File: config.mk
export PLATFORM = sky130hd
export DESIGN_NAME = uart_echo_top
export DESIGN_NICKNAME = d
export VERILOG_FILES = /design/src/uart_pkg.sv /design/src/uart_rx.sv /design/src/byte_fifo.sv /design/src/uart_tx.sv /design/src/uart_echo_top.sv
export SDC_FILE = /design/constraint.sdc
export NUM_CORES = 1
export LEC_CHECK = 0
export BUFFER_PORTS_ARGS = -buffer_cell sky130_fd_sc_hd__buf_2
export CORE_MARGIN = 1.5
export CORE_UTILIZATION = 36
export DETAILED_ROUTE_END_ITERATION = 7
export HOLD_SLACK_MARGIN = 0.03
export SYNTH_ARGS = -nofsm -noshare
export SYNTH_HDL_FRONTEND = slang
export SYNTH_SLANG_ARGS = --single-unit
File: constraint.sdc
create_clock -name clk_i -period 2.6 [get_ports clk_i]
set_input_delay 0 -clock clk_i [delete_from_list [all_inputs] [get_ports clk_i]]
set_output_delay 0 -clock clk_i [all_outputs]
set_load 0.01 [all_outputs]
File: src/uart_pkg.sv
/*
 * Shared definitions for the UART echo bridge.
 * Holds the fixed baud timing, the FIFO size, the byte and stream
 * types and the state encodings of the receiver and transmitter.
 * Every RTL file imports this package inside its module body.
 */
package uart_pkg;

    //////////////////////////////
    // Timing and sizes
    //////////////////////////////
    localparam int CLK_FREQ_HZ  = 1_843_200;
    localparam int BAUD_RATE    = 115_200;
    localparam int CLKS_PER_BIT = CLK_FREQ_HZ / BAUD_RATE;  // 16 clocks per bit.
    localparam int DATA_BITS    = 8;
    localparam int FIFO_DEPTH   = 8;

    localparam int BAUD_CNT_W = $clog2(CLKS_PER_BIT);
    localparam int BIT_CNT_W  = $clog2(DATA_BITS);
    localparam int FIFO_PTR_W = $clog2(FIFO_DEPTH);

    //////////////////////////////
    // Types
    //////////////////////////////
    typedef logic [DATA_BITS-1:0]  byte_t;
    typedef logic [BAUD_CNT_W-1:0] baud_cnt_t;
    typedef logic [BIT_CNT_W-1:0]  bit_cnt_t;
    typedef logic [FIFO_PTR_W-1:0] fifo_ptr_t;
    typedef logic [FIFO_PTR_W:0]   fifo_cnt_t;  // One extra bit to hold a full count.

    typedef struct packed {
        logic  valid;
        byte_t data;
    } stream_t;

    typedef enum logic [2:0] {
        RX_IDLE, RX_START, RX_DATA, RX_STOP, RX_DONE
    } rx_state_e;

    typedef enum logic [1:0] {
        TX_IDLE, TX_START, TX_DATA, TX_STOP
    } tx_state_e;

endpackage

File: src/uart_rx.sv
/*
 * UART receiver, 8N1, LSB first.
 * Synchronizes the line, validates the start bit at half a bit period,
 * samples every data bit at its middle and checks the stop bit.
 * Good bytes leave on a registered valid/ready stream. A bad stop bit
 * pulses frame_err_o; a good byte that finds the output register busy
 * is dropped and pulses overrun_o.
 */
`timescale 1ns/1ps

module uart_rx (
    input  logic             clk_i,
    input  logic             arstn_i,
    input  logic             uart_rx_i,
    output uart_pkg::stream_t m_stream_o,
    input  logic             m_ready_i,
    output logic             frame_err_o,
    output logic             overrun_o
);

    import uart_pkg::*;

    rx_state_e state;
    logic [1:0] rx_sync;
    logic       rx_line;
    baud_cnt_t  baud_cnt;
    bit_cnt_t   bit_cnt;
    byte_t      shift_q;
    logic       stop_q;
    logic       valid_q;
    byte_t      data_q;
    logic       half_tick;
    logic       full_tick;
    logic       out_free;
    logic       load_out;
    logic       frame_err_q;
    logic       overrun_q;

    //////////////////////////////
    // Line synchronizer
    //////////////////////////////
    always_ff @(posedge clk_i or negedge arstn_i) begin
        if (!arstn_i) begin
            rx_sync <= 2'b11;  // Idle line is high.
        end else begin
            rx_sync <= {rx_sync[0], uart_rx_i};
        end
    end

    assign rx_line = rx_sync[1];

    assign half_tick = (baud_cnt == baud_cnt_t'(CLKS_PER_BIT / 2 - 1));
    assign full_tick = (baud_cnt == baud_cnt_t'(CLKS_PER_BIT - 1));

    //////////////////////////////
    // State machine and counters
    //////////////////////////////
    always_ff @(posedge clk_i or negedge arstn_i) begin
        if (!arstn_i) begin
            state <= RX_IDLE;
        end else begin
            case (state)
                RX_IDLE:  if (!rx_line) state <= RX_START;
                RX_START: if (half_tick) state <= rx_line ? RX_IDLE : RX_DATA;
                RX_DATA: begin
                    if (full_tick && (bit_cnt == bit_cnt_t'(DATA_BITS - 1))) begin
                        state <= RX_STOP;
                    end
                end
                RX_STOP:  if (full_tick) state <= RX_DONE;
                RX_DONE:  state <= RX_IDLE;
                default:  state <= RX_IDLE;
            endcase
        end
    end

    always_ff @(posedge clk_i or negedge arstn_i) begin
        if (!arstn_i) begin
            baud_cnt <= '0;
            bit_cnt  <= '0;
        end else begin
            if ((state == RX_IDLE) || (state == RX_DONE) || full_tick ||
                ((state == RX_START) && half_tick)) begin
                baud_cnt <= '0;  // Restart at the start-bit middle.
            end else begin
                baud_cnt <= baud_cnt + 1'b1;
            end
            if (state == RX_IDLE) begin
                bit_cnt <= '0;
            end else if ((state == RX_DATA) && full_tick) begin
                bit_cnt <= bit_cnt + 1'b1;
            end
        end
    end

    always_ff @(posedge clk_i) begin
        if ((state == RX_DATA) && full_tick) begin
            shift_q <= {rx_line, shift_q[DATA_BITS-1:1]};  // LSB arrives first.
        end
        if ((state == RX_STOP) && full_tick) begin
            stop_q <= rx_line;
        end
    end

    //////////////////////////////
    // Output register and status
    //////////////////////////////
    assign out_free = !valid_q || m_ready_i;
    assign load_out = (state == RX_DONE) && stop_q && out_free;

    always_ff @(posedge clk_i or negedge arstn_i) begin
        if (!arstn_i) begin
            valid_q     <= 1'b0;
            frame_err_q <= 1'b0;
            overrun_q   <= 1'b0;
        end else begin
            if (load_out) begin
                valid_q <= 1'b1;
            end else if (m_ready_i) begin
                valid_q <= 1'b0;
            end
            frame_err_q <= (state == RX_DONE) && !stop_q;
            overrun_q   <= (state == RX_DONE) && stop_q && !out_free;
        end
    end

    always_ff @(posedge clk_i) begin
        if (load_out) begin
            data_q <= shift_q;
        end
    end

    assign m_stream_o.valid = valid_q;
    assign m_stream_o.data  = data_q;
    assign frame_err_o      = frame_err_q;
    assign overrun_o        = overrun_q;

    // An offered byte is held until the FIFO takes it.
    a_stream_hold: assert property (@(posedge clk_i) disable iff (!arstn_i)
        (m_stream_o.valid && !m_ready_i) |=>
            (m_stream_o.valid && $stable(m_stream_o.data)));

endmodule

File: src/byte_fifo.sv
/*
 * Synchronous byte FIFO with a valid/ready stream on each side.
 * Sits between the receiver and the transmitter of the echo bridge.
 * Ready on the write side means not full; the read side shows the
 * oldest byte whenever the FIFO holds at least one.
 */
`timescale 1ns/1ps

module byte_fifo (
    input  logic              clk_i,
    input  logic              arstn_i,
    input  uart_pkg::stream_t s_stream_i,
    output logic              s_ready_o,
    output uart_pkg::stream_t m_stream_o,
    input  logic              m_ready_i
);

    import uart_pkg::*;

    byte_t     mem [FIFO_DEPTH];
    fifo_ptr_t wr_ptr;
    fifo_ptr_t rd_ptr;
    fifo_cnt_t count;
    logic      wr_en;
    logic      rd_en;

    function automatic fifo_ptr_t next_ptr(input fifo_ptr_t ptr);
        return (ptr == fifo_ptr_t'(FIFO_DEPTH - 1)) ? '0 : ptr + 1'b1;
    endfunction

    assign s_ready_o = (count != fifo_cnt_t'(FIFO_DEPTH));
    assign wr_en     = s_stream_i.valid && s_ready_o;
    assign rd_en     = m_stream_o.valid && m_ready_i;

    always_ff @(posedge clk_i or negedge arstn_i) begin
        if (!arstn_i) begin
            wr_ptr <= '0;
            rd_ptr <= '0;
            count  <= '0;
        end else begin
            if (wr_en) wr_ptr <= next_ptr(wr_ptr);
            if (rd_en) rd_ptr <= next_ptr(rd_ptr);
            case ({wr_en, rd_en})
                2'b10:   count <= count + 1'b1;
                2'b01:   count <= count - 1'b1;
                default: count <= count;
            endcase
        end
    end

    always_ff @(posedge clk_i) begin
        if (wr_en) begin
            mem[wr_ptr] <= s_stream_i.data;
        end
    end

    assign m_stream_o.valid = (count != '0);
    assign m_stream_o.data  = mem[rd_ptr];

    // A write at full would push the count past the depth.
    a_no_write_full: assert property (@(posedge clk_i) disable iff (!arstn_i)
        (count == fifo_cnt_t'(FIFO_DEPTH)) |=> (count <= fifo_cnt_t'(FIFO_DEPTH)));

    // A read at empty would wrap the count around to a large value.
    a_no_read_empty: assert property (@(posedge clk_i) disable iff (!arstn_i)
        (count == '0) |=> (count <= fifo_cnt_t'(FIFO_DEPTH)));

endmodule

File: src/uart_tx.sv
/*
 * UART transmitter, 8N1, LSB first.
 * Takes one byte from the stream while idle and clear-to-send is low,
 * then sends start, eight data bits and stop, each CLKS_PER_BIT clocks.
 * Clear-to-send is only looked at between frames.
 */
`timescale 1ns/1ps

module uart_tx (
    input  logic              clk_i,
    input  logic              arstn_i,
    input  uart_pkg::stream_t s_stream_i,
    output logic              s_ready_o,
    input  logic              cts_n_i,
    output logic              uart_tx_o
);

    import uart_pkg::*;

    tx_state_e state;
    baud_cnt_t baud_cnt;
    bit_cnt_t  bit_cnt;
    byte_t     shift_q;
    logic      line_q;
    logic      full_tick;
    logic      last_bit;
    logic      load;
    logic      shift_en;

    assign s_ready_o = (state == TX_IDLE) && !cts_n_i;
    assign load      = s_stream_i.valid && s_ready_o;
    assign full_tick = (baud_cnt == baud_cnt_t'(CLKS_PER_BIT - 1));
    assign last_bit  = (bit_cnt == bit_cnt_t'(DATA_BITS - 1));
    assign shift_en  = full_tick && ((state == TX_START) || ((state == TX_DATA) && !last_bit));

    //////////////////////////////
    // State machine and line
    //////////////////////////////
    always_ff @(posedge clk_i or negedge arstn_i) begin
        if (!arstn_i) begin
            state    <= TX_IDLE;
            baud_cnt <= '0;
            bit_cnt  <= '0;
            line_q   <= 1'b1;
        end else begin
            if ((state == TX_IDLE) || full_tick) begin
                baud_cnt <= '0;
            end else begin
                baud_cnt <= baud_cnt + 1'b1;
            end
            case (state)
                TX_IDLE: begin
                    bit_cnt <= '0;
                    if (load) begin
                        state  <= TX_START;
                        line_q <= 1'b0;  // Start bit.
                    end
                end
                TX_START: begin
                    if (full_tick) begin
                        state  <= TX_DATA;
                        line_q <= shift_q[0];
                    end
                end
                TX_DATA: begin
                    if (full_tick) begin
                        bit_cnt <= bit_cnt + 1'b1;
                        if (last_bit) begin
                            state  <= TX_STOP;
                            line_q <= 1'b1;  // Stop bit.
                        end else begin
                            line_q <= shift_q[0];
                        end
                    end
                end
                TX_STOP:  if (full_tick) state <= TX_IDLE;
                default:  state <= TX_IDLE;
            endcase
        end
    end

    always_ff @(posedge clk_i) begin
        if (load) begin
            shift_q <= s_stream_i.data;
        end else if (shift_en) begin
            shift_q <= shift_q >> 1;
        end
    end

    assign uart_tx_o = line_q;

    // Between frames the line rests at the mark level.
    a_idle_high: assert property (@(posedge clk_i) disable iff (!arstn_i)
        (state == TX_IDLE) |-> uart_tx_o);

endmodule

File: src/uart_echo_top.sv
/*
 * UART echo bridge top level.
 * Bytes received on uart_rx_i are queued in a small FIFO and sent
 * back out on uart_tx_o. A high cts_n_i pauses the transmitter
 * between frames; receiver status comes out as single-cycle pulses.
 */
`timescale 1ns/1ps

module uart_echo_top (
    input  logic clk_i,
    input  logic arstn_i,
    input  logic uart_rx_i,
    input  logic cts_n_i,
    output logic uart_tx_o,
    output logic frame_err_o,
    output logic overrun_o
);

    import uart_pkg::*;

    stream_t rx_stream;
    logic    rx_ready;
    stream_t tx_stream;
    logic    tx_ready;

    uart_rx u_rx (
        .clk_i       (clk_i),
        .arstn_i     (arstn_i),
        .uart_rx_i   (uart_rx_i),
        .m_stream_o  (rx_stream),
        .m_ready_i   (rx_ready),
        .frame_err_o (frame_err_o),
        .overrun_o   (overrun_o)
    );

    byte_fifo u_fifo (
        .clk_i      (clk_i),
        .arstn_i    (arstn_i),
        .s_stream_i (rx_stream),
        .s_ready_o  (rx_ready),
        .m_stream_o (tx_stream),
        .m_ready_i  (tx_ready)
    );

    uart_tx u_tx (
        .clk_i      (clk_i),
        .arstn_i    (arstn_i),
        .s_stream_i (tx_stream),
        .s_ready_o  (tx_ready),
        .cts_n_i    (cts_n_i),
        .uart_tx_o  (uart_tx_o)
    );

endmodule

==> run_results.csv <==
group,metric,value,unit
run_status,status,"finished clean",
detailed_routing,wl,8645,um
timing,slew_headroom,45.75,%
detailed_routing,dr_total_vias,2713,
power_and_ir_drop,seqPwrFrac,43.5,%
detailed_routing,drt_first_pass_iters,4,
timing,max_freq,0.4271,GHz
logic_synthesis,avgSynthCellArea,16.08,sq um
logic_synthesis,synth_ff_type,"edfxtp_1",
power_and_ir_drop,leakagePower,2.236,nW
timing,rsz0062_at_grt,"no",
finish,final_layout_size_suffix_gt1_share,18.68,%
floorplanning,num_rows,43,
worst_setup_path,startpoint_type,"register",
placed_design,place_inst,510,
worst_setup_path,critical_path_cell_count,9,
placed_design,gp_congestion,0.7328,
placed_design,portBuffers,6,
finish,fin_area,0.006007,sq mm
flow_run,max_cap_viol_count,0,
worst_setup_path,critPathArrivalTime,2.63,ns
timing,setup_tns,0,ns
placed_design,dp_hpwl,5528,um
worst_setup_path,endpoint_kind,"register",
power_and_ir_drop,vdd_ir_drop_max,500.9,uV
detailed_routing,drt_iter0_drc,188,
worst_setup_path,path_common_cell,"xor2_1",
timing,fin_skew,0.005900,ns
worst_setup_path,cp_top_family,"adder cells",
worst_setup_path,max_stage_delay,0.46,ns
logic_synthesis,synth_seq_cells,124,
clocking,cts_max_path_buffers,2,
worst_setup_path,crit_fanout,11,
detailed_routing,routedWlPerCell,15.89,um
hold_path,holdCritPathClass,"input pin to async pin",
timing,worst_slew_pin_slew,0.8138,ns
worst_setup_path,rr_worst_depth,9,
worst_setup_path,r2r_slack,0.26,ns
power_and_ir_drop,power_frac_comb,22.2,%
floorplanning,die_area,0.01515,sq mm
worst_setup_path,reg2reg_from,"u_fifo.count[0]",
clocking,h-tree-depth,4,
logic_synthesis,synth-edff-count,89,
logic_synthesis,yosysTopAreaCellShare,51.47,%
placed_design,post_dp_cell_area,0.005460,sq mm
worst_setup_path,crit_path_cell_trace,"nor3_1, a21bo_2, ha_1, xor2_1, ha_1, a21oi_1, xor2_1, nor2_1, xor2_1",
logic_synthesis,netlist_instances,323,
clocking,cts_buffers,17,
global_route,antenna_found_initial,0,
logic_synthesis,yosysTopAreaCell,"edfxtp_1",
finish,fill_cells,1241,
worst_setup_path,crit_buf_inv,0,
detailed_routing,ant_nets,0,
timing,hold_violations,0,
logic_synthesis,synth_area,0.005192,sq mm
global_route,track_usage,13.06,%
finish,diodes,0,
global_route,grt_pass1_wl,14200,um
clocking,cts_tree,"built",
timing,drv_slew,0,
floorplanning,start_util,37.12,%
worst_setup_path,worstSetupPathType,"register to register",
worst_setup_path,r2r-end,"u_fifo.count[2]",
finish,area_delta_synth_final,15.69,%
global_route,grt_max_degree,36,
worst_setup_path,crit_start,"u_fifo.count[0]",
timing,final-setup-viol-count,0,
detailed_routing,drc,0,
worst_setup_path,crit_path_end,"u_fifo.count[2]",
finish,num-nets-final,374,
global_route,grt_pass1_vias,2725,
clocking,cts_resized,0,
power_and_ir_drop,swShare,28.16,%
power_and_ir_drop,switchingPower,1.700,mW
floorplanning,die_x,123.1,um
timing,layout_min_cycle_time,2.341,ns
worst_setup_path,cp_slowest_cell,"dfrtp_1",
global_route,grt_overflow,0,
logic_synthesis,synthArstFlopShare,28.23,%
finish,layoutNonFillerInstCount,544,
floorplanning,pin_count,7,
logic_synthesis,yosys.cell_count.top_type,"edfxtp_1",
power_and_ir_drop,p_per_area,1005,mW/mm^2
clocking,clock-sinks,124,
power_and_ir_drop,pwr-share-clk,34.3,%
floorplanning,die_h,123.1,um
worst_setup_path,cp.required,2.89,ns
clocking,clk_latency,0.41,ns
clocking,clk_pin_slew,0.05,ns
clocking,ctsRootBufferMaster,"clkbuf_16",
power_and_ir_drop,power.internal,4.338,mW
logic_synthesis,ys_seq_area_share,68.41,%
floorplanning,core,0.01399,sq mm
timing,period_share,90.05,%
logic_synthesis,synth_cell_type_count,48,
logic_synthesis,ys.warnings.count,0,
logic_synthesis,ys_top_cells_by_area,"edfxtp_1, dfrtp_1, ha_1, mux4_1, mux4_2",
logic_synthesis,syn_nets,345,
detailed_routing,via_per_inst,4.987,
logic_synthesis,synth_top_cells_by_count,"edfxtp_1, dfrtp_1, nor2_1",
-- kinds of logic (layout without fill, tap and decap cells) --
group / count (synthesis) / after routing / share of synthesized area (%)
xor+xnor: 10 / 10 / 1.687
flops: 124 / 124 / 68.41
simple gates: 81 / 81 / 7.711
mux: 30 / 30 / 10.43
compound gates: 40 / 40 / 5.132
buf+inv: 20 / 61 / 2.289
fa+ha+maj: 18 / 18 / 4.337
-- worst min path at each step --
stage                                  to  cells past startpoint  slack (ns)      start
after floorplan           u_fifo.count[0]                      0       -0.30    arstn_i
after global placement    u_rx.rx_sync[0]                      1        0.11  uart_rx_i
after detailed placement  u_rx.rx_sync[0]                      1        0.11  uart_rx_i
after CTS                 u_rx.rx_sync[0]                      2        0.21  uart_rx_i
after global routing      u_rx.rx_sync[0]                      2        0.22  uart_rx_i
final                     u_tx.bit_cnt[1]                      2        0.22    arstn_i
-- through the flow --
stage	setup slack [ns]	utilization, %	power (mW)	hold slack (ns)
2_1_floorplan	0.2248	-	3.730	-0.2956
3_5_place_dp	0.2794	39.03	4.014	0.1065
6_report	0.2588	42.94	6.038	0.2238
5_1_grt	0.02448	42.94	6.389	0.2157
3_3_place_gp	0.3617	39.03	3.952	0.1072
4_1_cts	0.2644	42.94	6.108	0.2092
-- registers in the layout, indices dropped and copies added, names as in the netlist, 4 cells and up --
name,cells
u_fifo.mem,64
u_rx.data_q,8
u_rx.shift_q,8
u_tx.shift_q,8
u_fifo.count,4
u_rx.baud_cnt,4
u_tx.baud_cnt,4
-- worst reg2reg max path: stages (launching register included) --
cell and delay, ns:
dfrtp_1 0.46, nor3_1 0.33, a21bo_2 0.32, ha_1 0.31
xor2_1 0.10, ha_1 0.18, a21oi_1 0.15, xor2_1 0.16
nor2_1 0.06, xor2_1 0.14
-- layout by cell type (no fill, tap or decap), types with 6 or more instances in the layout --
cell       count
edfxtp_1      89
dfrtp_1       32
nor2_1        24
nand2_1       18
ha_1          18
clkbuf_16     17
buf_4         14
a21oi_1       12
nor3_1        10
nand3_1        8
mux4_2         8
mux2i_1        8
mux4_1         8
inv_1          7
o21ai_0        7
a22o_1         7
clkinv_2       7
xnor2_1        6
buf_2          6
-- routing by layer --
layer	vias to the layer above	GRT usage [%]	part of all wire [%]
met3	15	4.566	3.4
met4	0	6.466	2.1
met2	46	20.21	47
li1	1296	-	-
met5	-	0	0
met1	1356	16.36	47
-- timing repair --
item,4_1_cts,5_1_grt
hold buffers,3,0
setup buffers,0,0
endpoints found under the hold margin,34,0
-- power groups by stage --
stage	Combinational (mW)	Clock [mW]	Sequential, mW
2_1_floorplan	1.21	0	2.52
3_3_place_gp	1.30	0	2.65
3_5_place_dp	1.35	0	2.66
4_1_cts	1.36	2.12	2.63
5_1_grt	1.52	2.21	2.66
6_report	1.34	2.07	2.63
-- layout make-up --
cell class / instances / area (sq um) / share of cell area, %
flip-flops and latches: 124 / 3552 / 59.13
clock buffers: 21 / 440.4 / 7.332
multi-input cells: 179 / 1521 / 25.33
repair buffers: 23 / 165.2 / 2.749
clock inverters: 10 / 76.32 / 1.271
inverters: 7 / 26.28 / 0.4374
well taps: 180 / 225.2 / 3.749
Power figures use the tool's default switching activity.
